`src/common/soc_bus_pkg.sv`:
```
/*
 * Peripheral bus definitions shared by the master port, the decoder and every slave.
 */
package soc_bus_pkg;

	// data path width in bits
	localparam int ARCHBITSZ = 32;

	// word address width, the byte offset bits are not carried
	localparam int ADDRBITSZ = 30;

	// one byte enable per data byte
	localparam int SELBITSZ = ARCHBITSZ / 8;

	typedef logic [ARCHBITSZ-1:0] bus_data_t;

	typedef logic [ADDRBITSZ-1:0] bus_addr_t;

	typedef logic [SELBITSZ-1:0] bus_sel_t;

	// bus operation driven by the master
	// code 3 was a swap on the full bus and is not used here
	typedef enum logic [1:0] {
		OP_NOP = 2'd0,
		OP_WRITE = 2'd1,
		OP_READ = 2'd2
	} bus_op_e;

endpackage
```
`src/hdl/gpio_port.sv`:
```
/*
 * GPIO slave: byte-enabled output register at offset 0, synchronized inputs at offset 1.
 */
`timescale 1ns/1ps

module gpio_port #(
	parameter int GPIOCOUNT = 8
) (
	input logic clk_w,
	input logic rst_i,
	input soc_bus_pkg::bus_op_e op_i,
	input soc_bus_pkg::bus_addr_t addr_i,
	input soc_bus_pkg::bus_data_t data_i,
	input soc_bus_pkg::bus_sel_t sel_i,
	output soc_bus_pkg::bus_data_t data_o,
	output logic rdy_o,
	input logic [GPIOCOUNT-1:0] gp_i,
	output logic [GPIOCOUNT-1:1] gp_o
);

	import soc_bus_pkg::*;

	logic start;
	logic rdy_q;
	logic [GPIOCOUNT-1:0] out_q;
	logic [GPIOCOUNT-1:0] sync1_q;
	logic [GPIOCOUNT-1:0] sync2_q;
	bus_data_t rd_word;
	bus_data_t data_q;

	assign start = op_i != OP_NOP && !rdy_q;

	// two-flop synchronizer on the pins
	always_ff @(posedge clk_w) begin
		sync1_q <= gp_i;
		sync2_q <= sync1_q;
	end

	always_comb begin
		case (addr_i)
			bus_addr_t'(0): rd_word = bus_data_t'(out_q);
			bus_addr_t'(1): rd_word = bus_data_t'(sync2_q);
			default: rd_word = '0;
		endcase
	end

	always_ff @(posedge clk_w) begin
		if (rst_i) begin
			rdy_q <= 1'b0;
			out_q <= '0;
		end else begin
			rdy_q <= start;
			if (start && op_i == OP_WRITE && addr_i == '0) begin
				for (int b = 0; b < GPIOCOUNT; b++) begin
					if (sel_i[b / 8])
						out_q[b] <= data_i[b];
				end
			end
		end
	end

	always_ff @(posedge clk_w) begin
		if (start)
			data_q <= rd_word;
	end

	assign data_o = data_q;
	assign rdy_o = rdy_q;
	// bit 0 stays internal
	assign gp_o = out_q[GPIOCOUNT-1:1];

endmodule

```
`config.mk`:
```
export PLATFORM = sky130hd
export DESIGN_NAME = gpio_port
export DESIGN_NICKNAME = d
export VERILOG_FILES = /design/src/common/soc_bus_pkg.sv /design/src/hdl/gpio_port.sv
export SDC_FILE = /design/constraint.sdc
export NUM_CORES = 1
export LEC_CHECK = 0
export ABC_AREA = 1
export BUFFER_PORTS_ARGS = -buffer_cell sky130_fd_sc_hd__buf_2
export CAP_MARGIN = 10
export CORE_MARGIN = 2
export CORE_UTILIZATION = 41
export DETAILED_ROUTE_END_ITERATION = 7
export PLACE_DENSITY = 0.84
export SYNTH_ARGS = -nofsm -noshare
export SYNTH_HDL_FRONTEND = slang
export SYNTH_SLANG_ARGS = --single-unit
```
`constraint.sdc`:
```
create_clock -name clk_w -period 4.21 [get_ports clk_w]
set_clock_uncertainty 0.1 [all_clocks]
set_input_delay 0.842 -clock clk_w [delete_from_list [all_inputs] [get_ports clk_w]]
set_output_delay 0.842 -clock clk_w [all_outputs]
set_load 0.01 [all_outputs]
```
==> qor.yml <==
cp_cell_sequence: "buf_2 > or2_1 > nor2_2 > nand2_2 > nor2_4 > nand2_1 > o21ai_0"
crit_start_category: "input pin"
grt.total_usage_pct: 13.4
timing.critical_path.buf_inv: 1
drv.max_cap_violation_count: 0
drt.antenna.violating_nets: 0
initial_utilization_pct: 43.1
irDropWorstVdd_mv: 0.231
routed_wirelength_um: 2420
nFillCells: 345
criticalPathCategory: "input pin to flip-flop"
netlist_instances: 170
synth_simple_gate_area_share_pct: 20.9
worst_path_max_delay_cell: "nor2_4"
cts.sink_count: 33
multiplexer_fraction_of_the_synthesized_cell_area_pct: 0
maximum_achievable_frequency_ghz: 0.511
arr_time_crit_path_ns: 2.02
synth_top_cell_by_area: "dfxtp_1"
netlist_top_cells_count: "buf_4 (31), nor2_1 (27), dfxtp_1 (25), nand2_1 (25), inv_1 (17)"
antenna_cells_inserted: 0
endpoint_of_the_lowest_slack_register_to_register_path: "out_q[0]"
synthXorXnorAreaFrac_pct: 0
whs_endpoint: "sync2_q[5]"
synthMostInstantiatedCell: "buf_4"
worstPathMaxFanout: 24
clock_insertion_delay_worst_skew_ns: 0.32
routabilityCongestion: 0.736
cts.repair.resized: 0
place.port_buffers: 66
grt_overflow_total: 0
timing.final.hold_violations: 0
synth.ff_latch_count: 33
synth_seq_area_share_pct: 50.7
detail_route.vias_per_cell: 4.07
core_area_um2: 3390
timing_worst_slew_pin_value_ns: 0.938
p_per_area_nw_per_um2: 326
r2r.worst_path.cells: 4
main_combinational_cell_family_by_area_after_synthesis: "buffers and inverters"
final_period_minus_worst_setup_slack_ns: 1.96
timing.critical_path.depth: 7
critical_path.endpoint_type: "flip-flop"
synth-warning-count: 0
longest_clk_path_bufs: 2
setup_viol: 0
die_span_y_um: 63.7
fraction_of_post_synthesis_cell_area_in_the_top_cell_type_by_area_pct: 34.3
fin_hold_ws_ns: 0.233
synth_cell_type_count: 20
ctsHoldBuffers: 0
floorplan.rows: 21
number_of_antenna_violations_at_the_first_check_in_global_routing: 0
fin_setup_tns_ns: 0
die_footprint_um2: 4050
dominantRegCellSynth: "dfxtp_1"
regToRegStartpoint: "rdy_o"
timing.max_slew.rel_slack_pct: 37.1
pin_count: 118
route.vias.total: 1136
post-layout-total-power_mw: 0.560
status: "complete, no violations"
slew_violations: 0
nets: 310
post-cts-setup-buffers: 0
clock-root-buffer: "clkbuf_4"
hold_path.class: "flip-flop to flip-flop"
register_area_um2: 741
synth_async_sr_flop_share_pct: 0
cp_data_required_time_ns: 4.27
synth.cell_area_um2: 1460
synth.area.top_cells: "dfxtp_1 (34%), edfxtp_1 (16%), buf_4 (16%), nor2_1 (6.9%), nand2_1 (6.4%)"
tritoncts: "yes"
min_period_over_period_pct: 46.5
multi_input_area_um2: 475
synth_edf_count: 8
route.detailed.wl_per_inst_um: 8.69
setup.reg_to_reg.worst_slack_ns: 2.62
grt_setup_unrepaired: "no"
pin_count_of_the_biggest_net_entering_global_routing: 25
drt_first_pass_iters: 4
drcViolationCount: 0
vias_in_the_first_global_route: 1012
drtIter0Drc: 31
layout-drive-gt1-share_pct: 33.5
cts_made_buffers: 5
area_growth_from_synthesis_to_layout_pct: 17.7
synth_fa_ha_area_share_pct: 0
slowest_cell_delay_on_critical_path_ns: 0.40
hold_path.startpoint: "sync1_q[5]"
synth_area_per_cell_um2: 8.59
number_of_cells_traversed_by_the_worst_hold_path: 0
reg_clk_slew_reported_paths_ns: 0.09
worst_path_top_cell_family_by_delay: "simple AND/OR/NAND/NOR gates"
number_of_levels_in_the_clock_h_tree: 2
dp.final_hpwl_um: 1920
synth-compound-area-share_pct: 5.48
global_route_wire_length_before_repair_um: 4170
die_width_um: 63.7
static-leakage-power_nw: 0.882
post-route-util_pct: 50.7
power breakdown:
group	leakage (nW)	internal (mW)	switching (mW)	total, mW
Clock	0.0320	0.0636	0.0969	0.160
Sequential	0.291	0.338	0.00340	0.342
Combinational	0.559	0.0252	0.0328	0.0579
flip-flops by register name, indices dropped and copies added, names as in the netlist:
register  count
data_o        8
rdy_o         1
sync1_q       8
sync2_q       8
out_q         8
cells by family (layout without fill, tap and decap cells):
| kind of cell | count (synthesis) | count (layout) |
|---|---|---|
| AND/OR/NAND/NOR | 69 | 69 |
| buffers and inverters | 51 | 91 |
| flip-flops | 33 | 33 |
| AO/OA/AOI/OAI | 16 | 16 |
| other | 1 | 24 |
area by class of cell:
| cell class | count | share of cell area (%) |
|---|---|---|
| Sequential cell | 33 | 43.1 |
| Multi-Input combinational cell | 109 | 27.7 |
| Timing Repair Buffer | 66 | 19.2 |
| Inverter | 17 | 3.71 |
| Tap cell | 46 | 3.35 |
| Clock buffer | 6 | 2.40 |
| Clock inverter | 2 | 0.582 |
metrics by stage:
| step | instances | instance area (um^2) | setup slack, ns |
|---|---|---|---|
| final | 279 | 1720 | 2.25 |
| after global routing | 279 | 1720 | 2.10 |
| after CTS | 279 | 1720 | 2.26 |
| after detailed placement | 271 | 1670 | 1.91 |
| after global placement | 271 | 1670 | 1.92 |
| after floorplan | 193 | 1550 | 2.28 |
layer usage:
layer  part of all wire (%)  track usage [%]
met5                      0                0
met4                   0.78             4.89
met3                    7.4             3.93
met2                     53             24.9
met1                     39             14.2
worst register-to-register path, cell delays in order, from the launching register on:
cell and delay, ns:
dfxtp_1 0.34, nor3_2 0.76, nand3_1 0.15, nand2_1 0.10, nor2_1 0.04
worst max path at each step:
| stage | startpoint | end | slack [ns] |
|---|---|---|---|
| global placement | addr_i[17] | out_q[7] | 1.92 |
| floorplan | addr_i[17] | out_q[3] | 2.28 |
| CTS | addr_i[17] | data_o[4] | 2.26 |
| finish | addr_i[17] | data_o[4] | 2.25 |
| global route | addr_i[17] | data_o[5] | 2.10 |
| detailed placement | addr_i[17] | data_o[4] | 1.91 |
placed cells by master (no fill, tap or decap), types with 2 or more instances in the layout:
cell type	instances
a21oi_1	8
nor2_1	27
buf_2	66
conb_1	24
inv_1	17
nor2_4	2
edfxtp_1	8
nand3_1	8
o21ai_1	4
clkbuf_4	5
clkinv_2	2
o21ai_0	4
dfxtp_1	25
nand2_1	25
No activity file was read; power rests on OpenSTA's default activity.
