## src/common/soc_bus_pkg.sv

```systemverilog
/*
 * Peripheral bus definitions shared by the master port, the decoder and every slave.
 */
package soc_bus_pkg;

	// data path width in bits
	localparam int ARCHBITSZ = 32;

	// word address width, the byte offset bits are not carried
	localparam int ADDRBITSZ = 30;

	// one byte enable per data byte
	localparam int SELBITSZ = ARCHBITSZ / 8;

	typedef logic [ARCHBITSZ-1:0] bus_data_t;

	typedef logic [ADDRBITSZ-1:0] bus_addr_t;

	typedef logic [SELBITSZ-1:0] bus_sel_t;

	// bus operation driven by the master
	// code 3 was a swap on the full bus and is not used here
	typedef enum logic [1:0] {
		OP_NOP = 2'd0,
		OP_WRITE = 2'd1,
		OP_READ = 2'd2
	} bus_op_e;

endpackage
```

## src/common/soc_map_pkg.sv

```systemverilog
/*
 * Address map of the system-control slice: slave order, slot sizes, bases and device ids.
 */
package soc_map_pkg;

	typedef logic [1:0] slv_idx_t;

	// slaves in address order, the invalid slave catches the rest
	localparam slv_idx_t SLV_DEVTBL = 2'd0;
	localparam slv_idx_t SLV_GPIO = 2'd1;
	localparam slv_idx_t SLV_RAM = 2'd2;
	localparam slv_idx_t SLV_INVALID = 2'd3;

	localparam int SLAVECOUNT = 4;

	// slot sizes in words
	localparam soc_bus_pkg::bus_addr_t MAPSZ_DEVTBL = 30'd64;
	localparam soc_bus_pkg::bus_addr_t MAPSZ_GPIO = 30'd4;
	localparam soc_bus_pkg::bus_addr_t MAPSZ_RAM = 30'd256;
	localparam soc_bus_pkg::bus_addr_t MAPSZ_INVALID = 30'd1024;

	// slots are packed one after another from word 0
	localparam soc_bus_pkg::bus_addr_t BASE_DEVTBL = 30'd0;
	localparam soc_bus_pkg::bus_addr_t BASE_GPIO = BASE_DEVTBL + MAPSZ_DEVTBL;
	localparam soc_bus_pkg::bus_addr_t BASE_RAM = BASE_GPIO + MAPSZ_GPIO;
	localparam soc_bus_pkg::bus_addr_t MAP_END = BASE_RAM + MAPSZ_RAM;

	// ids reported in the device table
	localparam logic [7:0] DEVID_DEVTBL = 8'd7;
	localparam logic [7:0] DEVID_GPIO = 8'd6;
	localparam logic [7:0] DEVID_RAM = 8'd1;
	localparam logic [7:0] DEVID_INVALID = 8'd0;

	// bit k set when slave k raises interrupts, only the GPIO does
	localparam logic [SLAVECOUNT-1:0] USEINTR_MASK = 4'b0010;

	// software reset request, bit 0 is rst0 and bit 1 is rst1
	typedef logic [1:0] rstreq_t;

endpackage

```

## src/sysctl/dev_table.sv

```systemverilog
/*
 * Device table slave. Software reads the slave count, ids, interrupt flags
 * and slot sizes here; writing word 0 requests a warm reset or a power-off.
 */
`timescale 1ns/1ps

module dev_table (
	input logic clk_w,
	input logic rst_i,
	input soc_bus_pkg::bus_op_e op_i,
	input soc_bus_pkg::bus_addr_t addr_i,
	input soc_bus_pkg::bus_data_t data_i,
	output soc_bus_pkg::bus_data_t data_o,
	output logic rdy_o,
	output soc_map_pkg::rstreq_t rstreq_o
);

	import soc_bus_pkg::*;
	import soc_map_pkg::*;

	localparam logic [7:0] DEVIDS [SLAVECOUNT] = '{
		DEVID_DEVTBL, DEVID_GPIO, DEVID_RAM, DEVID_INVALID
	};
	localparam bus_addr_t MAPSZS [SLAVECOUNT] = '{
		MAPSZ_DEVTBL, MAPSZ_GPIO, MAPSZ_RAM, MAPSZ_INVALID
	};

	logic start;
	logic rdy_q;
	bus_data_t data_q;
	bus_data_t tbl_word;
	slv_idx_t ent;
	rstreq_t rstreq_q;

	// rdy just given blocks a restart on the same op
	assign start = op_i != OP_NOP && !rdy_q;

	// word 0 is the count, then an id word and a size word per slave
	assign ent = slv_idx_t'((addr_i - 1'b1) >> 1);

	always_comb begin
		tbl_word = '0;
		if (addr_i == '0) begin
			tbl_word = bus_data_t'(SLAVECOUNT);
		end else if (addr_i <= bus_addr_t'(2 * SLAVECOUNT)) begin
			if (addr_i[0]) begin
				tbl_word = bus_data_t'(DEVIDS[ent]);
				tbl_word[ARCHBITSZ-1] = USEINTR_MASK[ent];
			end else begin
				tbl_word = bus_data_t'(MAPSZS[ent]);
			end
		end
	end

	always_ff @(posedge clk_w) begin
		if (rst_i) begin
			rdy_q <= 1'b0;
			rstreq_q <= '0;
		end else begin
			rdy_q <= start;
			if (start && op_i == OP_WRITE && addr_i == '0)
				rstreq_q <= rstreq_t'(data_i);
		end
	end

	always_ff @(posedge clk_w) begin
		if (start)
			data_q <= tbl_word;
	end

	assign data_o = data_q;
	assign rdy_o = rdy_q;
	assign rstreq_o = rstreq_q;

endmodule

```

## config.mk

```make
export PLATFORM = sky130hd
export DESIGN_NAME = dev_table
export DESIGN_NICKNAME = d
export VERILOG_FILES = /design/src/common/soc_bus_pkg.sv /design/src/common/soc_map_pkg.sv /design/src/sysctl/dev_table.sv
export SDC_FILE = /design/constraint.sdc
export NUM_CORES = 1
export LEC_CHECK = 0
export ABC_AREA = 1
export BUFFER_PORTS_ARGS = -buffer_cell sky130_fd_sc_hd__buf_2
export CAP_MARGIN = 25
export CORE_MARGIN = 1
export CORE_UTILIZATION = 32
export DETAILED_ROUTE_END_ITERATION = 10
export MAX_ROUTING_LAYER = met4
export PLACE_DENSITY = 0.79
export SETUP_SLACK_MARGIN = 0.3
export SLEW_MARGIN = 30
export SYNTH_ARGS = -nofsm -noshare
export SYNTH_HDL_FRONTEND = slang
export SYNTH_SLANG_ARGS = --single-unit
```

## constraint.sdc

```tcl
create_clock -name clk_w -period 1.4 [get_ports clk_w]
set_input_delay 0.21 -clock clk_w [delete_from_list [all_inputs] [get_ports clk_w]]
set_output_delay 0.21 -clock clk_w [all_outputs]
set_load 0.03 [all_outputs]
```

==> reports/results.txt <==
outcome: completed
Area contributors post-synth: edfxtp_1, buf_4, nor2_1, dfxtp_1, nand2_1
CTS Sinks: 10
worst vdd ir: 0.435 mV
Tcrit/Tclk final: 76.5%
number of synthesized register bits: 10
clk slew on worst S/H paths: 0.07 ns
diode count: 0
num rows: 18
postcts setup bufs: 0
Multi-input gate area: 430 um2
Max-Cap Viols: 0
crit path launch type: flip-flop
Crit Path Class: reg -> reg
Leak: 0.580 nW
cell taking the most area after synthesis: edfxtp_1
post-synthesis adder-cell area fraction: 4.57%
GR Overflow Total: 0
total power: 0.855 mW
critical path endpoint category: flip-flop
CP arrival: 1.04 ns
RD Place Congestion: 0.756
Peak Freq: 934 MHz
Synth cell types: 21
Compound-Gate Fraction of Synth Area: 2.59%
WL final: 1300 um
Mapped Area: 822 um2
Post-DRT Antenna Nets: 0
Post-synth EDFFs: 7
placed cell count: 184
Starting Density: 33.5%
Die Height: 52.7 um
CTS root buf: clkbuf_4
worst-path fanout max: 7
Avg Vias per Cell: 3.89
post-synthesis mux area share: 0%
P&R area growth vs syn: 32.6%
CTS tree: yes
vias in the first global route: 611
syn_area_per_cell: 7.47 um2
cell area after layout: 0.00109 mm2
Final Skew: 0.00908 ns
Worst Path Required: 1.37 ns
core footprint: 0.00245 mm2
Hold Buf Count CTS: 0
DP Area: 0.00102 mm2
initial DRC count: 3
largest net degree at the start of global routing: 8
Yosys warning count: 0
XOR/XNOR Fraction of Synth Area: 1.07%
minimum clock period: 1.07 ns
post-synthesis cell count: 110
first-pass GRT wire length: 2210 um
clk buf depth: 2
share of the synthesized area in the top cell type: 25.6%
async set or reset register ratio after synthesis: 0%
router iterations before antenna repair: 3
Post-synth top cells: buf_4, nor2_1, nand2_1
I/O pin total: 101
die width: 52.7 um
fin. max-slew vios: 0
worst hold path type: in -> reg
Post-Synth Simple-Gate Area: 29.2%
Die Footprint: 0.00278 mm2
GRT Resource Usage Total: 11.0%
Setup-failing EPs final: 0
Final Hold Viols: 0
Clock Latency Late Sink: 0.27 ns
setup TNS: 0 ns
fillers: 271
layout cells sized above 1: 44.3%
via count: 731
Seq/Total Area, Yosys: 32.9%
pwr dens: 784 mW/mm2
CTS H-tree lvls: 1
RSZ-0062 raised after global routing: true
sequential cell area: 272 um2
Final nets: 228
hpwl dp: 1180 um
# port buffers: 45
most frequent cell after synthesis: buf_4
CTS buffer count: 3
DR WL/cell: 6.91 um
initial antenna violation count: 0
residual DRC count: 0
ys flop type: edfxtp_1
main combinational cell family by area after synthesis: buffers and inverters
Non-Filler Instances: 188
==> kinds of logic (layout without fill, tap and decap cells) <==
logic type	Yosys count	in the layout
AO/OA/AOI/OAI	4	4
XOR/XNOR	1	1
adder cells (fa/ha/maj)	3	3
buffers and inverters	39	63
flip-flops	10	10
other	1	25
AND/OR/NAND/NOR	52	52
==> stage by stage <==
| stage | util [%] | setup slack, ns | hold WS, ns |
|---|---|---|---|
| after floorplan | - | 0.295 | 0.275 |
| after global placement | 41.7 | 0.0418 | 0.379 |
| after detailed placement | 41.7 | 0.0167 | 0.378 |
| after CTS | 43.2 | 0.313 | 0.0918 |
| after global routing | 44.4 | 0.294 | 0.0944 |
| final | 44.4 | 0.329 | 0.0980 |
==> registers in the layout, summed over array words and instances (netlist names) <==
name / count
rdy_o: 1
rstreq_o: 2
data_o: 7
==> per-layer routing <==
| layer | share of wire (%) | track usage, % | wire [um] |
|---|---|---|---|
| met3 | 8.8 | 0.870 | 114 |
| met1 | 34 | 10.8 | 447 |
| met2 | 55 | 20.9 | 713 |
| met4 | 1.9 | 6.58 | 25 |
| met5 | 0 | - | 0 |
==> cell type report <==
type                       instances  area share (%)
clock buffer                       4            3.33
tap                               30            3.44
multi-input combinational         85            39.5
timing repair buffer              45            21.8
inverter                          14            7.00
sequential                        10            24.9
==> report_power, final <==
| part | internal [mW] | leakage [nW] | switching, mW | total [mW] |
|---|---|---|---|---|
| clock | 0.158 | 0.0210 | 0.0970 | 0.255 |
| sequential | 0.333 | 0.0975 | 0.00422 | 0.337 |
| combinational | 0.0771 | 0.462 | 0.186 | 0.263 |
| total | 0.568 | 0.580 | 0.287 | 0.855 |
==> worst max-delay path, stage by stage, from the launching register on <==
cell and delay [ns]:
dfxtp_2 0.33, or2_2 0.31, inv_2 0.13
==> timing repair <==
| item | CTS | global route |
|---|---|---|
| setup endpoints to repair | 1 | 5 |
| pin swaps | 2 | 6 |
| resized for setup | 0 | 10 |
==> worst paths after layout <==
kind / start / end / slack, ns / cells past startpoint
setup / recovery: rdy_o / data_o[0] / 0.33 / 2
hold / removal: rst_i / rdy_o / 0.1 / 2
setup reg to reg: rdy_o / data_o[0] / 0.33 / 2
hold reg to reg: rstreq_o[1] / rstreq_o[1] / 0.49 / 2
==> cell usage in the layout, fill, tap and decap left out, types with 3 or more instances in the layout <==
| cell type | count |
|---|---|
| nor2_1 | 24 |
| nand2_2 | 4 |
| inv_1 | 8 |
| buf_2 | 43 |
| nor2_2 | 3 |
| nand2_1 | 12 |
| conb_1 | 25 |
| clkbuf_4 | 3 |
| inv_2 | 4 |
| edfxtp_1 | 7 |
Note: power is estimated with default switching activity, not from simulation.
