File: src/hdl/activity_led.sv
/*
 * Activity indicator: one-cycle pulse per transfer, dimmed by a hold-off counter.
 */
`timescale 1ns/1ps

module activity_led #(
	parameter int ACTIVITY_CNTR_BITSZ = 7
) (
	input logic clk_w,
	input logic rst_i,
	input logic xfer_i,
	output logic activity_o
);

	logic [ACTIVITY_CNTR_BITSZ-1:0] hold_cntr;
	logic act_q;

	// transfers seen during hold-off are ignored
	always_ff @(posedge clk_w) begin
		if (rst_i) begin
			hold_cntr <= '0;
			act_q <= 1'b0;
		end else if (hold_cntr != '0) begin
			hold_cntr <= hold_cntr - 1'b1;
			act_q <= 1'b0;
		end else if (xfer_i) begin
			hold_cntr <= '1;
			act_q <= 1'b1;
		end else begin
			act_q <= 1'b0;
		end
	end

	assign activity_o = act_q;

endmodule

File: config.mk
export PLATFORM = sky130hd
export DESIGN_NAME = activity_led
export DESIGN_NICKNAME = d
export VERILOG_FILES = /design/src/hdl/activity_led.sv
export SDC_FILE = /design/constraint.sdc
export NUM_CORES = 1
export LEC_CHECK = 0
export BUFFER_PORTS_ARGS = -buffer_cell sky130_fd_sc_hd__buf_2
export CORE_AREA = 8 8 45 47
export CTS_CLUSTER_DIAMETER = 120
export CTS_CLUSTER_SIZE = 24
export DETAILED_ROUTE_END_ITERATION = 8
export DIE_AREA = 0 0 53 55
export GPL_TIMING_DRIVEN = 0
export PLACE_DENSITY = 0.52
export SLEW_MARGIN = 5
export SYNTH_ARGS = -nofsm -noshare
export SYNTH_HDL_FRONTEND = slang
export SYNTH_SLANG_ARGS = --single-unit
File: constraint.sdc
create_clock -name clk_w -period 3.5 [get_ports clk_w]
set_clock_uncertainty 0.15 [all_clocks]
set_input_delay 0.35 -clock clk_w [delete_from_list [all_inputs] [get_ports clk_w]]
set_output_delay 0.35 -clock clk_w [all_outputs]
set_load 0.03 [all_outputs]
==> results of run 1 <==
[worst paths after layout]
check                                            endpoint                      start  slack [ps]
worst max-delay path            hold_cntr[0]$_SDFFE_PP0P_  hold_cntr[2]$_SDFFE_PP0P_        1620
worst min-delay path            hold_cntr[2]$_SDFFE_PP0P_                      rst_i         190
worst max register to register  hold_cntr[0]$_SDFFE_PP0P_  hold_cntr[2]$_SDFFE_PP0P_        1620
worst min register to register  hold_cntr[6]$_SDFFE_PP0P_  hold_cntr[6]$_SDFFE_PP0P_         360
[per-layer routing]
layer  wire (microns)  vias up
li1                 -      186
met1              372      162
met2              383       17
met3               65        2
met4               10        0
met5                0        -
[state kept, by name, summed over array words and instances, names as in the netlist]
signal / cells
hold_cntr: 7
activity_o: 1
[power by group through the flow]
stage,Combinational [mW],Sequential [mW],Clock (mW)
floorplan,0.187,0.171,0
global placement,0.234,0.179,0
detailed placement,0.230,0.179,0
CTS,0.231,0.177,0.0756
global route,0.264,0.187,0.0844
finish,0.234,0.179,0.0719
[cells in the final DEF (no fill, tap or decap)]
| cell | synthesis | routed |
|---|---|---|
| o41ai_1 | 1 | 1 |
| clkbuf_4 | 0 | 3 |
| a221oi_1 | 3 | 3 |
| a21oi_1 | 7 | 7 |
| nor3b_1 | 1 | 1 |
| and3b_1 | 1 | 1 |
| or4_1 | 1 | 1 |
| and3_1 | 1 | 1 |
| inv_1 | 3 | 3 |
| a311oi_1 | 1 | 1 |
| dfxtp_1 | 8 | 8 |
| nor3_1 | 1 | 1 |
| nor2_1 | 2 | 2 |
| buf_2 | 1 | 4 |
| nor4_1 | 1 | 1 |
| o211a_1 | 1 | 1 |
| mux2_2 | 1 | 1 |
| o211ai_1 | 1 | 1 |
| o21ai_0 | 4 | 4 |
| nand2b_1 | 1 | 1 |
| ha_1 | 2 | 2 |
| a31o_2 | 1 | 1 |
| or3_1 | 1 | 1 |
[synth_stat cells, types with 2 or more instances]
master and n:
a221oi_1 3, nor2_1 2, dfxtp_1 8, inv_1 3
a21oi_1 7, o21ai_0 4, ha_1 2
[area by class of cell]
cell class / count / area [sq um]
tap: 16 / 20.0
inverter: 3 / 11.3
multi-input combinational: 32 / 223
clock buffer: 3 / 22.5
buffer: 1 / 5.00
fill: 143 / 927
sequential: 8 / 160
timing repair buffer: 3 / 15.0
[cell families (layout without fill, tap and decap cells)]
group	Yosys count	after routing	synth area share
AO/OA/AOI/OAI	19	19	0.314
buffers and inverters	4	10	0.0407
multiplexers	1	1	0.0282
adder cells (fa/ha/maj)	2	2	0.0627
AND/OR/NAND/NOR	10	10	0.154
flip-flops	8	8	0.401
==> results.py, run 1 <==
metrics = {
    "global_route": {
        "met2_usage": 0.0898,
        "grtUsageMet1": 0.0780,
        "grt_pass1_wl_mm": 1.40,
        "grt-busiest-layer": "met2",
        "grt_max_degree": 8,
        "first_global_vias": 331,
        "antenna_found_initial": 0,
        "grt_remaining_overflow": 0,
        "globalRouteMet3Util": 0.0348,
        "grt_use_total": 0.0685,
    },
    "floorplanning": {
        "die_y_microns": 55,
        "fp-row-count": 14,
        "core_region_area_sq_um": 1380,
        "start_util": 0.288,
        "io_pins": 4,
        "die_w_microns": 53,
        "die_area_sq_um": 2920,
    },
    "critical_path": {
        "slowest_delay_ps": 510,
        "cp-end-kind": "flip-flop",
        "crit_type": "flip-flop to flip-flop",
        "cp_slowest_cell": "or4_1",
        "required_ps": 3500,
        "worstPathCellList": "or4_1 > buf_2 > or3_1 > o211a_1",
        "path_delay_family": "simple AND/OR/NAND/NOR gates",
        "cp-start-kind": "flip-flop",
        "crit_cells": 4,
        "worstRegToRegCells": 4,
        "worstPathMaxFanout": 7,
        "path_buf_inv": 1,
        "arrival_ps": 1880,
    },
    "placement": {
        "dp_slack_ps": 1640,
        "dp_hpwl_microns": 585,
        "gp_congestion": 0.788,
        "dp_cells": 63,
        "placed_area_sq_um": 434,
        "port_buffers": 3,
    },
    "layout": {
        "finalNetCount": 57,
        "utilization": 0.330,
        "area_growth_pct": 14.4,
        "drive_gt1_frac": 0.180,
        "design_area_sq_um": 457,
        "antenna_cells": 0,
        "fin_cells": 66,
    },
    "status": {
        "status": "finished clean",
    },
    "logic_synthesis": {
        "ys_types": 22,
        "synth_ff_type": "dfxtp_1",
        "yosys_warnings": 0,
        "synth-edff-count": 0,
        "synthCells": 44,
        "synth_top_area_share": 0.401,
        "syn_area_sq_um": 399,
        "yosys.area.top_type": "dfxtp_1",
        "netlist_top_cells_area": "dfxtp_1 40%, a21oi_1 8.8%, a221oi_1 6.6%",
        "synth_seq_area_share": 0.401,
        "synth-seq-cells": 8,
        "postSynthNetCount": 49,
        "avgSynthCellArea_sq_um": 9.07,
        "async_flop_share": 0,
    },
    "hold_path": {
        "min_path_cells": 2,
        "hp-class": "input port to flip-flop",
    },
    "power": {
        "ir_drop_v": 0.000392,
        "p_switching_mw": 0.213,
        "p_per_area_nw_per_um2": 1060,
        "p_int_mw": 0.272,
        "seqPwrFrac": 0.369,
        "switching_share": 0.439,
        "p_total_mw": 0.485,
        "comb_power_share": 0.483,
        "leakagePower_nw": 0.185,
        "pwr-share-clk": 0.148,
    },
    "detailed_routing": {
        "via_per_inst": 5.56,
        "drt_iter0_drc": 9,
        "ant_nets": 0,
        "wirelength_microns": 832,
        "wire_per_inst_microns": 12.6,
        "vias": 367,
        "first_pass_iters": 4,
        "drc": 0,
    },
    "timing": {
        "rsz0062_at_grt": "no",
        "finalSetupViolations": 0,
        "max_freq_ghz": 0.532,
        "setup_tns_ps": 0,
        "drv_slew": 0,
        "post-route-min-period_ps": 1880,
        "max-slew-margin-rel": 0.389,
        "layout_setup_ws_ps": 1620,
        "whs_ps": 191,
        "hold_violations": 0,
        "tightest_slew_ps": 908,
        "period_share": 0.537,
    },
    "clock_network": {
        "htree_levels": 1,
        "cts_resized": 0,
        "root_buffer": "clkbuf_4",
        "clk_pin_slew_worst_paths_ps": 60,
        "postCtsSetupBuffers": 0,
        "clkSinkCount": 8,
        "numCtsBuffers": 3,
        "clock_latency_ps": 260,
        "cts_tree": "done",
        "clock_path_buffers": 2,
        "hold_buffers": 0,
    },
    "flow_run": {
        "max_cap_violations": 0,
    },
}
No activity file was read; power rests on OpenSTA's default activity.
==> run 2, diff against run 1 <==
--- a/config.mk
+++ b/config.mk
@@ -5,6 +5,7 @@
 export SDC_FILE = /design/constraint.sdc
 export NUM_CORES = 1
 export LEC_CHECK = 0
+export ABC_AREA = 1
 export BUFFER_PORTS_ARGS = -buffer_cell sky130_fd_sc_hd__buf_2
 export CORE_AREA = 8 8 45 47
 export CTS_CLUSTER_DIAMETER = 120
@@ -12,7 +13,7 @@
 export DETAILED_ROUTE_END_ITERATION = 8
 export DIE_AREA = 0 0 53 55
 export GPL_TIMING_DRIVEN = 0
-export PLACE_DENSITY = 0.52
+export PLACE_DENSITY = 0.59
 export SLEW_MARGIN = 5
 export SYNTH_ARGS = -nofsm -noshare
 export SYNTH_HDL_FRONTEND = slang
==> constraint.sdc (replaced) <==
create_clock -name clk_w -period 1.95 [get_ports clk_w]
set_clock_uncertainty 0.15 [all_clocks]
set_input_delay 0.195 -clock clk_w [delete_from_list [all_inputs] [get_ports clk_w]]
set_output_delay 0.195 -clock clk_w [all_outputs]
set_load 0.03 [all_outputs]
==> run 2 against run 1 <==
  * Global-route usage rose by 0.48 points
  * Wire length grew 8.4%
  * Sequential power is 59% higher
  * First-iteration DRC count decreased by 56%
  * Die area did not move
  * Clock power grew 84%
  * Synthesized area increased by 20%
==> results.py, run 2 <==
metrics = {
    "status": {
        "status": "finished clean",
    },
    "timing": {
        "period_share": 0.756,
        "drv_slew": 0,
        "max_freq_ghz": 0.678,
        "finalSetupViolations": 0,
        "max-slew-margin-rel": 0.862,
        "post-route-min-period_ps": 1480,
        "tightest_slew_ps": 208,
        "setup_tns_ps": 0,
        "rsz0062_at_grt": "no",
        "hold_violations": 0,
    },
    "logic_synthesis": {
        "synthCells": 68,
        "async_flop_share": 0,
        "yosys.area_share.simple": 0.500,
        "postSynthNetCount": 73,
        "synth-seq-cells": 8,
        "ys_top_cells_by_count": "17 x nand2_1, 11 x inv_1, 11 x nor2_1",
        "synthMuxAreaShare": 0,
        "avgSynthCellArea_sq_um": 7.07,
        "synth_compound_area_frac": 0.0208,
        "yosys.area.top_type": "dfxtp_1",
        "netlist_top_cells_area": "dfxtp_1 33%, nand2_1 13%, inv_1 8.6%",
        "synth_seq_area_share": 0.333,
        "ys_types": 16,
        "yosys_warnings": 0,
        "yosys.area_share.adder": 0.0521,
        "synth_top_family_by_area": "simple AND/OR/NAND/NOR gates",
        "syn_area_sq_um": 480,
        "yosysMostFrequentCell": "nand2_1",
        "synth_top_area_share": 0.333,
        "synth_ff_type": "dfxtp_1",
        "synth_xor_area_frac": 0,
        "synth-edff-count": 0,
    },
    "detailed_routing": {
        "wirelength_microns": 902,
        "wire_per_inst_microns": 10.0,
        "first_pass_iters": 4,
        "via_per_inst": 4.78,
        "vias": 430,
        "drt_iter0_drc": 4,
        "ant_nets": 0,
        "drc": 0,
    },
    "hold_path": {
        "hp-class": "input port to flip-flop",
    },
    "layout": {
        "multi_input_area_sq_um": 275,
        "design_area_sq_um": 538,
        "drive_gt1_frac": 0.189,
        "antenna_cells": 0,
        "finalNetCount": 81,
        "fillers": 157,
        "layout_commonest_cell": "nand2_1",
        "largest_reg_flops": 7,
        "area_growth_pct": 12.0,
        "seq_area_sq_um": 160,
        "final_cell_mix": "17 x nand2_1, 11 x inv_1, 11 x nor2_1, 8 x dfxtp_1, 5 x nand3_1",
        "largest-register": "hold_cntr",
    },
    "flow_run": {
        "max_cap_violations": 0,
    },
    "clock_network": {
        "root_buffer": "clkbuf_4",
        "hold_buffers": 0,
        "clock_path_buffers": 2,
        "clock_latency_ps": 260,
        "clk_pin_slew_worst_paths_ps": 60,
        "htree_levels": 1,
        "cts_tree": "done",
        "postCtsSetupBuffers": 0,
        "clkSinkCount": 8,
        "cts_resized": 0,
        "numCtsBuffers": 3,
    },
    "global_route": {
        "grt_use_total": 0.0733,
        "first_global_vias": 401,
        "grt_remaining_overflow": 0,
        "grt_max_degree": 9,
        "antenna_found_initial": 0,
        "grt_pass1_wl_mm": 1.55,
    },
    "power": {
        "leakagePower_nw": 0.283,
        "p_per_area_nw_per_um2": 1720,
        "ir_drop_v": 0.000473,
    },
    "floorplanning": {
        "die_y_microns": 55,
        "die_area_sq_um": 2920,
        "core_region_area_sq_um": 1380,
        "fp-row-count": 14,
        "start_util": 0.347,
        "io_pins": 4,
        "die_w_microns": 53,
    },
    "placement": {
        "dp_hpwl_microns": 683,
        "placed_area_sq_um": 515,
        "gp_congestion": 0.781,
        "port_buffers": 3,
    },
    "critical_path": {
        "required_ps": 1950,
        "cp-end-kind": "flip-flop",
        "slowest_delay_ps": 330,
        "worstPathMaxFanout": 8,
        "worstPathCellList": "inv_1 > ha_1 > inv_1 > nor2_4 > nand3_4 > nor2_8 > inv_2 > nand2_1 > nor2_1",
        "cp_slowest_cell": "dfxtp_1",
        "crit_type": "flip-flop to flip-flop",
        "cp-start-kind": "flip-flop",
        "arrival_ps": 1470,
        "critPathMostFrequentCell": "inv_1",
    },
}
run 2: per-stage QoR:
stage / setup WS [ps] / utilization / power, mW / hold WS [ps] / instances
4_1_cts: 465 / 0.389 / 0.937 / 37.9 / 90
6_report: 475 / 0.389 / 0.927 / 27.1 / 90
3_5_place_dp: 481 / 0.373 / 0.801 / 307 / 87
5_1_grt: 372 / 0.389 / 1.02 / 44.5 / 90
2_1_floorplan: 615 / - / 0.714 / 117 / 68
3_3_place_gp: 476 / 0.373 / 0.791 / 308 / 87
run 2: critical path: cells and delay by family, from the launching register on:
family	cells	cell delay, ps
DFF	1	330
and+or+nand+nor	5	510
buffers and inverters	3	230
adders and majority gates	1	150
run 2: final cells by class:
class | instances | share of cell area
sequential | 8 | 0.298
tap | 16 | 0.0372
clock buffer | 3 | 0.0419
multi-input combinational | 48 | 0.512
inverter | 12 | 0.0837
timing repair buffer | 3 | 0.0279
run 2: power by group:
part,internal [mW],switching (mW)
logic,0.195,0.315
registers,0.226,0.0575
clock network,0.0708,0.0615
run 2: worst paths after layout:
kind | startpoint | endpoint | slack (ps) | cells after the start
hold / removal | rst_i | hold_cntr[2]$_SDFFE_PP0P_ | 30 | 2
hold reg to reg | hold_cntr[0]$_SDFFE_PP0P_ | hold_cntr[0]$_SDFFE_PP0P_ | 400 | 2
setup reg to reg | hold_cntr[0]$_SDFFE_PP0P_ | hold_cntr[3]$_SDFFE_PP0P_ | 470 | 9
setup / recovery | hold_cntr[0]$_SDFFE_PP0P_ | hold_cntr[3]$_SDFFE_PP0P_ | 470 | 9
run 2: metal layers:
metal / up-vias / part of all wire / global-route usage
met1: 195 / 0.44 / 0.0777
met4: 0 / 0.043 / 0.0776
li1: 222 / - / -
met2: 8 / 0.48 / 0.115
met5: - / 0 / 0
met3: 5 / 0.037 / 0.0160
run 2: cells by family after synthesis:
logic type / count (synthesis)
adder cells (fa/ha/maj): 2
AO/OA/AOI/OAI: 2
AND/OR/NAND/NOR: 44
flip-flops: 8
buffers and inverters: 12
