### src/common/soc_bus_pkg.sv
/*
 * Peripheral bus definitions shared by the master port, the decoder and every slave.
 */
package soc_bus_pkg;

	// data path width in bits
	localparam int ARCHBITSZ = 32;

	// word address width, the byte offset bits are not carried
	localparam int ADDRBITSZ = 30;

	// one byte enable per data byte
	localparam int SELBITSZ = ARCHBITSZ / 8;

	typedef logic [ARCHBITSZ-1:0] bus_data_t;

	typedef logic [ADDRBITSZ-1:0] bus_addr_t;

	typedef logic [SELBITSZ-1:0] bus_sel_t;

	// bus operation driven by the master
	// code 3 was a swap on the full bus and is not used here
	typedef enum logic [1:0] {
		OP_NOP = 2'd0,
		OP_WRITE = 2'd1,
		OP_READ = 2'd2
	} bus_op_e;

endpackage
### src/common/soc_map_pkg.sv
/*
 * Address map of the system-control slice: slave order, slot sizes, bases and device ids.
 */
package soc_map_pkg;

	typedef logic [1:0] slv_idx_t;

	// slaves in address order, the invalid slave catches the rest
	localparam slv_idx_t SLV_DEVTBL = 2'd0;
	localparam slv_idx_t SLV_GPIO = 2'd1;
	localparam slv_idx_t SLV_RAM = 2'd2;
	localparam slv_idx_t SLV_INVALID = 2'd3;

	localparam int SLAVECOUNT = 4;

	// slot sizes in words
	localparam soc_bus_pkg::bus_addr_t MAPSZ_DEVTBL = 30'd64;
	localparam soc_bus_pkg::bus_addr_t MAPSZ_GPIO = 30'd4;
	localparam soc_bus_pkg::bus_addr_t MAPSZ_RAM = 30'd256;
	localparam soc_bus_pkg::bus_addr_t MAPSZ_INVALID = 30'd1024;

	// slots are packed one after another from word 0
	localparam soc_bus_pkg::bus_addr_t BASE_DEVTBL = 30'd0;
	localparam soc_bus_pkg::bus_addr_t BASE_GPIO = BASE_DEVTBL + MAPSZ_DEVTBL;
	localparam soc_bus_pkg::bus_addr_t BASE_RAM = BASE_GPIO + MAPSZ_GPIO;
	localparam soc_bus_pkg::bus_addr_t MAP_END = BASE_RAM + MAPSZ_RAM;

	// ids reported in the device table
	localparam logic [7:0] DEVID_DEVTBL = 8'd7;
	localparam logic [7:0] DEVID_GPIO = 8'd6;
	localparam logic [7:0] DEVID_RAM = 8'd1;
	localparam logic [7:0] DEVID_INVALID = 8'd0;

	// bit k set when slave k raises interrupts, only the GPIO does
	localparam logic [SLAVECOUNT-1:0] USEINTR_MASK = 4'b0010;

	// software reset request, bit 0 is rst0 and bit 1 is rst1
	typedef logic [1:0] rstreq_t;

endpackage

### src/hdl/bus_decoder.sv
/*
 * Single-master bus decoder. Routes op to the slave whose slot holds the
 * address, muxes rdy and read data back, and answers unmapped addresses itself.
 */
`timescale 1ns/1ps

module bus_decoder (
	input logic clk_w,
	input logic rst_i,
	input soc_bus_pkg::bus_op_e op_i,
	input soc_bus_pkg::bus_addr_t addr_i,
	output soc_bus_pkg::bus_data_t data_o,
	output logic rdy_o,
	output soc_bus_pkg::bus_op_e slv_op_o [soc_map_pkg::SLV_INVALID],
	output soc_bus_pkg::bus_addr_t slv_addr_o [soc_map_pkg::SLV_INVALID],
	input soc_bus_pkg::bus_data_t slv_data_i [soc_map_pkg::SLV_INVALID],
	input logic slv_rdy_i [soc_map_pkg::SLV_INVALID]
);

	import soc_bus_pkg::*;
	import soc_map_pkg::*;

	localparam bus_addr_t BASES [SLV_INVALID] = '{BASE_DEVTBL, BASE_GPIO, BASE_RAM};
	localparam bus_addr_t SIZES [SLV_INVALID] = '{MAPSZ_DEVTBL, MAPSZ_GPIO, MAPSZ_RAM};

	slv_idx_t cur_idx;
	slv_idx_t resp_idx_q;
	logic inv_rdy;

	// anything outside the packed slots falls to the invalid slave
	always_comb begin
		cur_idx = SLV_INVALID;
		for (int k = 0; k < SLV_INVALID; k++) begin
			if (addr_i >= BASES[k] && addr_i < BASES[k] + SIZES[k])
				cur_idx = slv_idx_t'(k);
		end
	end

	// no slave sees an op while the system is held in reset
	always_comb begin
		for (int k = 0; k < SLV_INVALID; k++) begin
			slv_addr_o[k] = addr_i - BASES[k];
			if (!rst_i && cur_idx == slv_idx_t'(k))
				slv_op_o[k] = op_i;
			else
				slv_op_o[k] = OP_NOP;
		end
	end

	// invalid slave acks at once, writes are dropped
	assign inv_rdy = !rst_i && cur_idx == SLV_INVALID && op_i != OP_NOP;

	// remember which register slave owns the access in flight
	always_ff @(posedge clk_w) begin
		if (rst_i)
			resp_idx_q <= SLV_DEVTBL;
		else if (op_i != OP_NOP && cur_idx != SLV_INVALID)
			resp_idx_q <= cur_idx;
	end

	always_comb begin
		if (cur_idx == SLV_INVALID) begin
			rdy_o = inv_rdy;
			data_o = '0;
		end else begin
			rdy_o = slv_rdy_i[resp_idx_q];
			data_o = slv_data_i[resp_idx_q];
		end
	end

endmodule

### config.mk
export PLATFORM = sky130hd
export DESIGN_NAME = bus_decoder
export DESIGN_NICKNAME = d
export VERILOG_FILES = /design/src/common/soc_bus_pkg.sv /design/src/common/soc_map_pkg.sv /design/src/hdl/bus_decoder.sv
export SDC_FILE = /design/constraint.sdc
export NUM_CORES = 1
export LEC_CHECK = 0
export BUFFER_PORTS_ARGS = -buffer_cell sky130_fd_sc_hd__buf_2
export CORE_AREA = 2 2 101 103
export DETAILED_ROUTE_END_ITERATION = 6
export DIE_AREA = 0 0 103 105
export GPL_TIMING_DRIVEN = 0
export PLACE_DENSITY = 0.71
export SLEW_MARGIN = 20
export SYNTH_ARGS = -nofsm -noshare
export SYNTH_HDL_FRONTEND = slang
export SYNTH_SLANG_ARGS = --single-unit
### constraint.sdc
create_clock -name clk_w -period 3.6 [get_ports clk_w]
set_clock_uncertainty 0.15 [all_clocks]
set_input_delay 0.36 -clock clk_w [delete_from_list [all_inputs] [get_ports clk_w]]
set_output_delay 0.36 -clock clk_w [all_outputs]
set_load 0.02 [all_outputs]
==> results of run 1 <==
## layer usage
| layer | up-vias | part of all wire | routed length (µm) |
|---|---|---|---|
| met5 | - | 0 | 0 |
| met4 | 0 | 0.0069 | 67 |
| met3 | 8 | 0.067 | 655 |
| met2 | 151 | 0.49 | 4790 |
| met1 | 1550 | 0.43 | 4240 |
| li1 | 1734 | - | - |
## Yosys cell counts, drive strengths merged (2+ instances only)
cell type,n
nor3b,2
xor2,15
mux2i,33
or4,10
nand2b,2
or3b,4
xnor2,31
clkbuf,21
a2111oi,3
o21ai,2
nor4,7
ha,4
dfxtp,2
buf,45
nor3,11
nand4,6
nand2,16
a21oi,35
nor2b,2
inv,11
nor2,81
nand3,7
or3,2
## kinds of logic (layout without fill, tap and decap cells)
logic type,count (synthesis),in the layout
buffers and inverters,77,333
adders and majority gates,4,4
DFF,2,2
muxes,34,34
and+or+nand+nor,156,156
AOI/OAI and AO/OA,50,50
xor gates and xnor gates,46,46
## report_power, final
part / switching, mW / total, mW / internal, mW
sequential: 0.00000000197 / 0.0224 / 0.0224
combinational: 0.206 / 0.368 / 0.162
clock: 0.0149 / 0.0853 / 0.0704
total: 0.221 / 0.475 / 0.255
## path summary, 6_finish.rpt
check / startpoint / end / slack (ns) / depth (start not counted)
hold reg to reg: resp_idx_q[1]$_SDFFE_PP0P_ / resp_idx_q[1]$_SDFFE_PP0P_ / 0.75 / 3
hold / removal: op_i[0] / resp_idx_q[0]$_SDFFE_PP0P_ / 0.31 / 3
setup reg to reg: resp_idx_q[0]$_SDFFE_PP0P_ / resp_idx_q[0]$_SDFFE_PP0P_ / 1.74 / 4
setup / recovery: addr_i[7] / slv_op_o[0] / 0.33 / 9
## critical path: stages
cell and delay [ns]:
sky130_fd_sc_hd__buf_2 0.11, sky130_fd_sc_hd__buf_2 0.18, sky130_fd_sc_hd__inv_1 0.09, sky130_fd_sc_hd__ha_1 0.34
sky130_fd_sc_hd__or3b_2 0.52, sky130_fd_sc_hd__or4_1 0.55, sky130_fd_sc_hd__a21oi_1 0.21, sky130_fd_sc_hd__nor3b_1 0.19
sky130_fd_sc_hd__buf_2 0.20
## per-stage QoR
step / hold WS [ns] / setup slack (ns) / instances
2_1_floorplan: 0.375 / 0.521 / 369
3_3_place_gp: 0.524 / 0.317 / 755
3_5_place_dp: 0.530 / 0.311 / 755
4_1_cts: 0.315 / 0.304 / 758
5_1_grt: 0.332 / 0.119 / 758
6_report: 0.311 / 0.326 / 758
## cell type report
cell class | instances | area, µm²
fill | 1044 | 5740
multi-input combinational | 290 | 1920
timing repair buffer | 253 | 1270
buffer | 66 | 430
tap | 133 | 166
clock buffer | 3 | 41.3
inverter | 11 | 41.3
sequential | 2 | 40.0
## layout by cell type (no fill, tap or decap), types with 4 or more instances in the layout
| cell | synthesis | layout |
|---|---|---|
| sky130_fd_sc_hd__a21oi_1 | 34 | 34 |
| sky130_fd_sc_hd__buf_2 | 2 | 255 |
| sky130_fd_sc_hd__buf_4 | 38 | 38 |
| sky130_fd_sc_hd__buf_6 | 5 | 5 |
| sky130_fd_sc_hd__clkbuf_1 | 21 | 21 |
| sky130_fd_sc_hd__ha_1 | 4 | 4 |
| sky130_fd_sc_hd__inv_1 | 11 | 11 |
| sky130_fd_sc_hd__mux2i_1 | 33 | 33 |
| sky130_fd_sc_hd__nand2_1 | 15 | 15 |
| sky130_fd_sc_hd__nand3_1 | 6 | 6 |
| sky130_fd_sc_hd__nand4_1 | 6 | 6 |
| sky130_fd_sc_hd__nor2_1 | 81 | 81 |
| sky130_fd_sc_hd__nor3_1 | 11 | 11 |
| sky130_fd_sc_hd__nor4_1 | 5 | 5 |
| sky130_fd_sc_hd__or4_1 | 9 | 9 |
| sky130_fd_sc_hd__xnor2_1 | 31 | 31 |
| sky130_fd_sc_hd__xor2_1 | 15 | 15 |
==> flow_metrics.tcl, run 1 <==
set metrics [dict create \
    antenna_violating_nets_post_route 0 \
    top_regs "resp_idx_q x2" \
    synth_sequential_area_ratio 0.0165 \
    peakVddDrop_uv 51.7 \
    met3_track_utilization_from_global_routing 0.0221 \
    wire_per_inst_um 12.9 \
    hold_class "input pin to register" \
    cts-buffers-inserted 3 \
    met1_demand_to_capacity_share_in_global_routing 0.224 \
    netlist-cell-type-count 51 \
    cell_leakage_power_nw 1.99 \
    detailedPlacementHpwl_um 8370 \
    timing.final.setup_violations 0 \
    worst-endpoint-required_ns 3.09 \
    yosys_register_bits 2 \
    pwr_density_cell_nw_per_um2 122 \
    postCtsHoldBufs 0 \
    compound_gate_portion_of_the_synthesized_area 0.136 \
    yosys.area_share.xor_xnor 0.166 \
    largest_area_contributor_in_the_synthesized_netlist "sky130_fd_sc_hd__mux2i_1" \
    synthArstFlopShare 0 \
    postSynthCellCount 369 \
    cts.path.max_buffers 2 \
    grt_antenna_before_repair 0 \
    post_synth_instance_area_um2 2430 \
    worstSetupStartpointType "input pin" \
    register_name_with_the_most_flops "resp_idx_q" \
    post_route_cells_drive_above_1_share 0.506 \
    synth.top_cells.by_area "sky130_fd_sc_hd__mux2i_1 (14%), sky130_fd_sc_hd__nor2_1 (13%), sky130_fd_sc_hd__buf_4 (12%)" \
    clock.fmax_ghz 0.305 \
    layout.core_utilization 0.405 \
    drt_iter0_markers 164 \
    globalRoute.busiestLayer "met2" \
    clkSinkCount 2 \
    tot_pwr_uw 475 \
    globalplace.congestion 0.867 \
    finalHoldViolCount 0 \
    critPathCaptureType "primary output" \
    synthesis.nets 506 \
    path_max_fanout 10 \
    setup.worst_path.class "input pin to primary output" \
    core.rowCount 36 \
    dieHeight_um 105 \
    report.final.slew_viol_count 0 \
    ys.warnings.count 0 \
    ys.flop_type "sky130_fd_sc_hd__dfxtp_1" \
    clock_tree.root_cell "sky130_fd_sc_hd__clkbuf_8" \
    grt.total_usage 0.165 \
    layout_cell_area_excl_fill_um2 3900 \
    grt_pass1_wl_um 14700 \
    synthAdderAreaFrac 0.0206 \
    groute.layer.met2.usage 0.281 \
    main_combinational_cell_family_by_area_after_synthesis "simple AND/OR/NAND/NOR gates" \
    drt-total-wl_um 9750 \
    placement.io_buffers 253 \
    cts.repair_timing.setup_buffer_count 0 \
    critical_path_arrival_ns 2.76 \
    num_vias 3443 \
    synth.mux.area_fraction 0.142 \
    drt-pass1-iter-count 4 \
    drv_cap 0 \
    post_synth.cell_area_avg_um2 6.58 \
    slew_headroom 0.339 \
    synth_top_cell_area_share 0.136 \
    die_x_um 103 \
    vias_per_cell 4.54 \
    synthSimpleGateAreaFrac 0.325 \
    rsz0062_at_grt "false" \
    grt_max_degree 11 \
    min_period_over_period 0.909 \
    final_period_minus_worst_setup_slack_ns 3.27 \
    initial_core_util 0.252 \
    antennaDiodeCount 0 \
    cts_resized 0 \
    synth_edf_count 0 \
    clk-insertion-delay-late_ns 0.20 \
    fin_nets 764 \
    ioPinCount 262 \
    cts-htree-levels 1 \
    grt_ovf 0 \
    core-area_um2 9640 \
    dpl-instance-area_um2 3860 \
    cts.clk_slew.worst_paths_ns 0.03 \
    grt_pass1_vias 2961 \
    setup_total_negative_slack_ns 0 \
    dieArea_um2 10800 \
    drcViolationCount 0 \
    area_growth_syn_to_layout_pct 60.7 \
    result_of_the_run "finished clean" \
    cts_tree "done" \
    worst-slew-pin-transition_ns 0.983 \
    largest_register_ff_count 2 \
]
No activity file was read; power rests on OpenSTA's default activity.
==> run 2, diff against run 1 <==
GPL_ROUTABILITY_DRIVEN = 0   (was unset)
PLACE_DENSITY = 0.72   (was 0.71)
clock period = 4.1 ns   (was 3.6 ns; I/O delays follow)
==> run 2 against run 1 <==
Clock power down 11%. Die area unchanged. Largest cell class unchanged. Setup slack better by 0.31 ns. Sequential power down 13%. Routed wire length up 0.80%. Count of clock-buffer cells in the layout unchanged. Global-route usage about the same. Largest power group unchanged. Sequential share of layout area about the same. Cell count unchanged. Non-clock buffer count unchanged.
==> flow_metrics.tcl, run 2 (same netlist as run 1, synthesis figures left out) <==
set metrics [dict create \
    result_of_the_run "finished clean" \
    setup.worst_path.class "input pin to primary output" \
    fin_nets 764 \
    cpMaxStageDelayCell "sky130_fd_sc_hd__or4_1" \
    core-area_um2 9640 \
    final_cell_mix "sky130_fd_sc_hd__buf_2 (255), sky130_fd_sc_hd__nor2_1 (81), sky130_fd_sc_hd__buf_4 (38)" \
    postCtsHoldBufs 0 \
    vias_per_cell 4.51 \
    drt_iter0_markers 181 \
    die_x_um 103 \
    drt-total-wl_um 9830 \
    layout.cells.most_common "sky130_fd_sc_hd__buf_2" \
    grt_ovf 0 \
    finalHoldViolCount 0 \
    top_regs "resp_idx_q x2" \
    grt_pass1_wl_um 14600 \
    min_period_over_period 0.844 \
    rsz0062_at_grt "false" \
    worst-slew-pin-transition_ns 0.752 \
    critical-path-max-stage-delay_ns 0.54 \
    critical_path_most_common_cell "sky130_fd_sc_hd__buf_2" \
    placement.io_buffers 253 \
    wire_per_inst_um 13.0 \
    n_fill_cell 1090 \
    internal_power_uw 224 \
    timing.final.setup_violations 0 \
    cts.path.max_buffers 2 \
    pwr-share-comb 0.772 \
    placed_cells 755 \
    grt_pass1_vias 2973 \
    layout_cell_area_excl_fill_um2 3910 \
    critical_path_arrival_ns 2.90 \
    worst-endpoint-required_ns 3.54 \
    clock_tree.root_cell "sky130_fd_sc_hd__clkbuf_8" \
    antenna_violating_nets_post_route 0 \
    cts.clk_slew.worst_paths_ns 0.03 \
    hold_class "input pin to register" \
    dieHeight_um 105 \
    worstPathCellList "buf_2 -> buf_2 -> inv_1 -> ha_1 -> or3b_2 -> or4_1 -> a21oi_1 -> nor3b_1 -> buf_2" \
    drcViolationCount 0 \
    stdcell_count 758 \
    area_growth_syn_to_layout_pct 60.9 \
    detailedPlacementHpwl_um 8410 \
    clock.fmax_ghz 0.289 \
    switchingPower_uw 196 \
    power_switching_share 0.466 \
    ioPinCount 262 \
    largest_register_ff_count 2 \
    report.final.slew_viol_count 0 \
    slew_headroom 0.498 \
    initial_core_util 0.252 \
    critPathCaptureType "primary output" \
    cts-buffers-inserted 3 \
    pwr_density_cell_nw_per_um2 107 \
    cts-htree-levels 1 \
    grt_max_degree 11 \
    register_name_with_the_most_flops "resp_idx_q" \
    num_vias 3419 \
    drt-pass1-iter-count 6 \
    power.sequential.fraction 0.047 \
    dpl-instance-area_um2 3860 \
    dieArea_um2 10800 \
    setup_total_negative_slack_ns 0 \
    antennaDiodeCount 0 \
    path_max_fanout 10 \
    post_route_cells_drive_above_1_share 0.507 \
    final_period_minus_worst_setup_slack_ns 3.46 \
    tot_pwr_uw 419 \
    clkSinkCount 2 \
    p_clk_frac 0.182 \
    cts_tree "done" \
    cts.repair_timing.setup_buffer_count 0 \
    grt_antenna_before_repair 0 \
    clk-insertion-delay-late_ns 0.21 \
    peakVddDrop_uv 43.8 \
    cell_leakage_power_nw 1.99 \
    drv_cap 0 \
    core.rowCount 36 \
    grt.total_usage 0.165 \
    layout.core_utilization 0.406 \
    worstSetupStartpointType "input pin" \
    cts_resized 0 \
]
run 2: cell counts in the layout (fill, tap and decap cells not counted):
No cell type changed its count.
run 2: path summary, 6_finish.rpt:
check / startpoint / to / slack [ns] / cells past startpoint
max: addr_i[7] / slv_op_o[0] / 0.64 / 9
min: op_i[1] / resp_idx_q[0]$_SDFFE_PP0P_ / 0.35 / 3
max reg2reg: resp_idx_q[0]$_SDFFE_PP0P_ / resp_idx_q[0]$_SDFFE_PP0P_ / 2.24 / 4
min reg2reg: resp_idx_q[1]$_SDFFE_PP0P_ / resp_idx_q[1]$_SDFFE_PP0P_ / 0.75 / 3
run 2: cell type report:
| type | count | area [µm²] | share of cell area |
|---|---|---|---|
| Timing Repair Buffer | 253 | 1270 | 0.324 |
| Tap cell | 133 | 166 | 0.0426 |
| Inverter | 11 | 41.3 | 0.0106 |
| Clock buffer | 3 | 41.3 | 0.0106 |
| Multi-Input combinational cell | 290 | 1920 | 0.492 |
| Sequential cell | 2 | 40.0 | 0.0102 |
| Buffer | 66 | 430 | 0.110 |
run 2: routing by layer:
layer	global-route usage	vias up	routed length (µm)
li1	-	1733	-
met1	0.219	1537	4210
met2	0.288	147	4890
met3	0.0201	2	702
met4	0.0197	0	33
met5	0	-	0
run 2: power by group through the flow:
| stage | sequential, mW | clock, mW | combinational, mW |
|---|---|---|---|
| after detailed placement | 0.0199 | 0 | 0.324 |
| final | 0.0196 | 0.0762 | 0.324 |
| after global routing | 0.0196 | 0.0824 | 0.351 |
| after CTS | 0.0196 | 0.0788 | 0.325 |
| after floorplan | 0.0199 | 0 | 0.185 |
| after global placement | 0.0199 | 0 | 0.320 |
run 2: through the flow:
stage	setup WS, ns	hold WS [ns]
final	0.640	0.353
after global routing	0.509	0.358
after CTS	0.667	0.354
after detailed placement	0.685	0.571
after global placement	0.702	0.569
after floorplan	0.921	0.425
run 2: critical path: cells and delay by family:
family,cells,cell delay [ns]
buffers and inverters,4,0.60
adder cells (fa/ha/maj),1,0.35
AND/OR/NAND/NOR,3,1.30
AO/OA/AOI/OAI,1,0.24
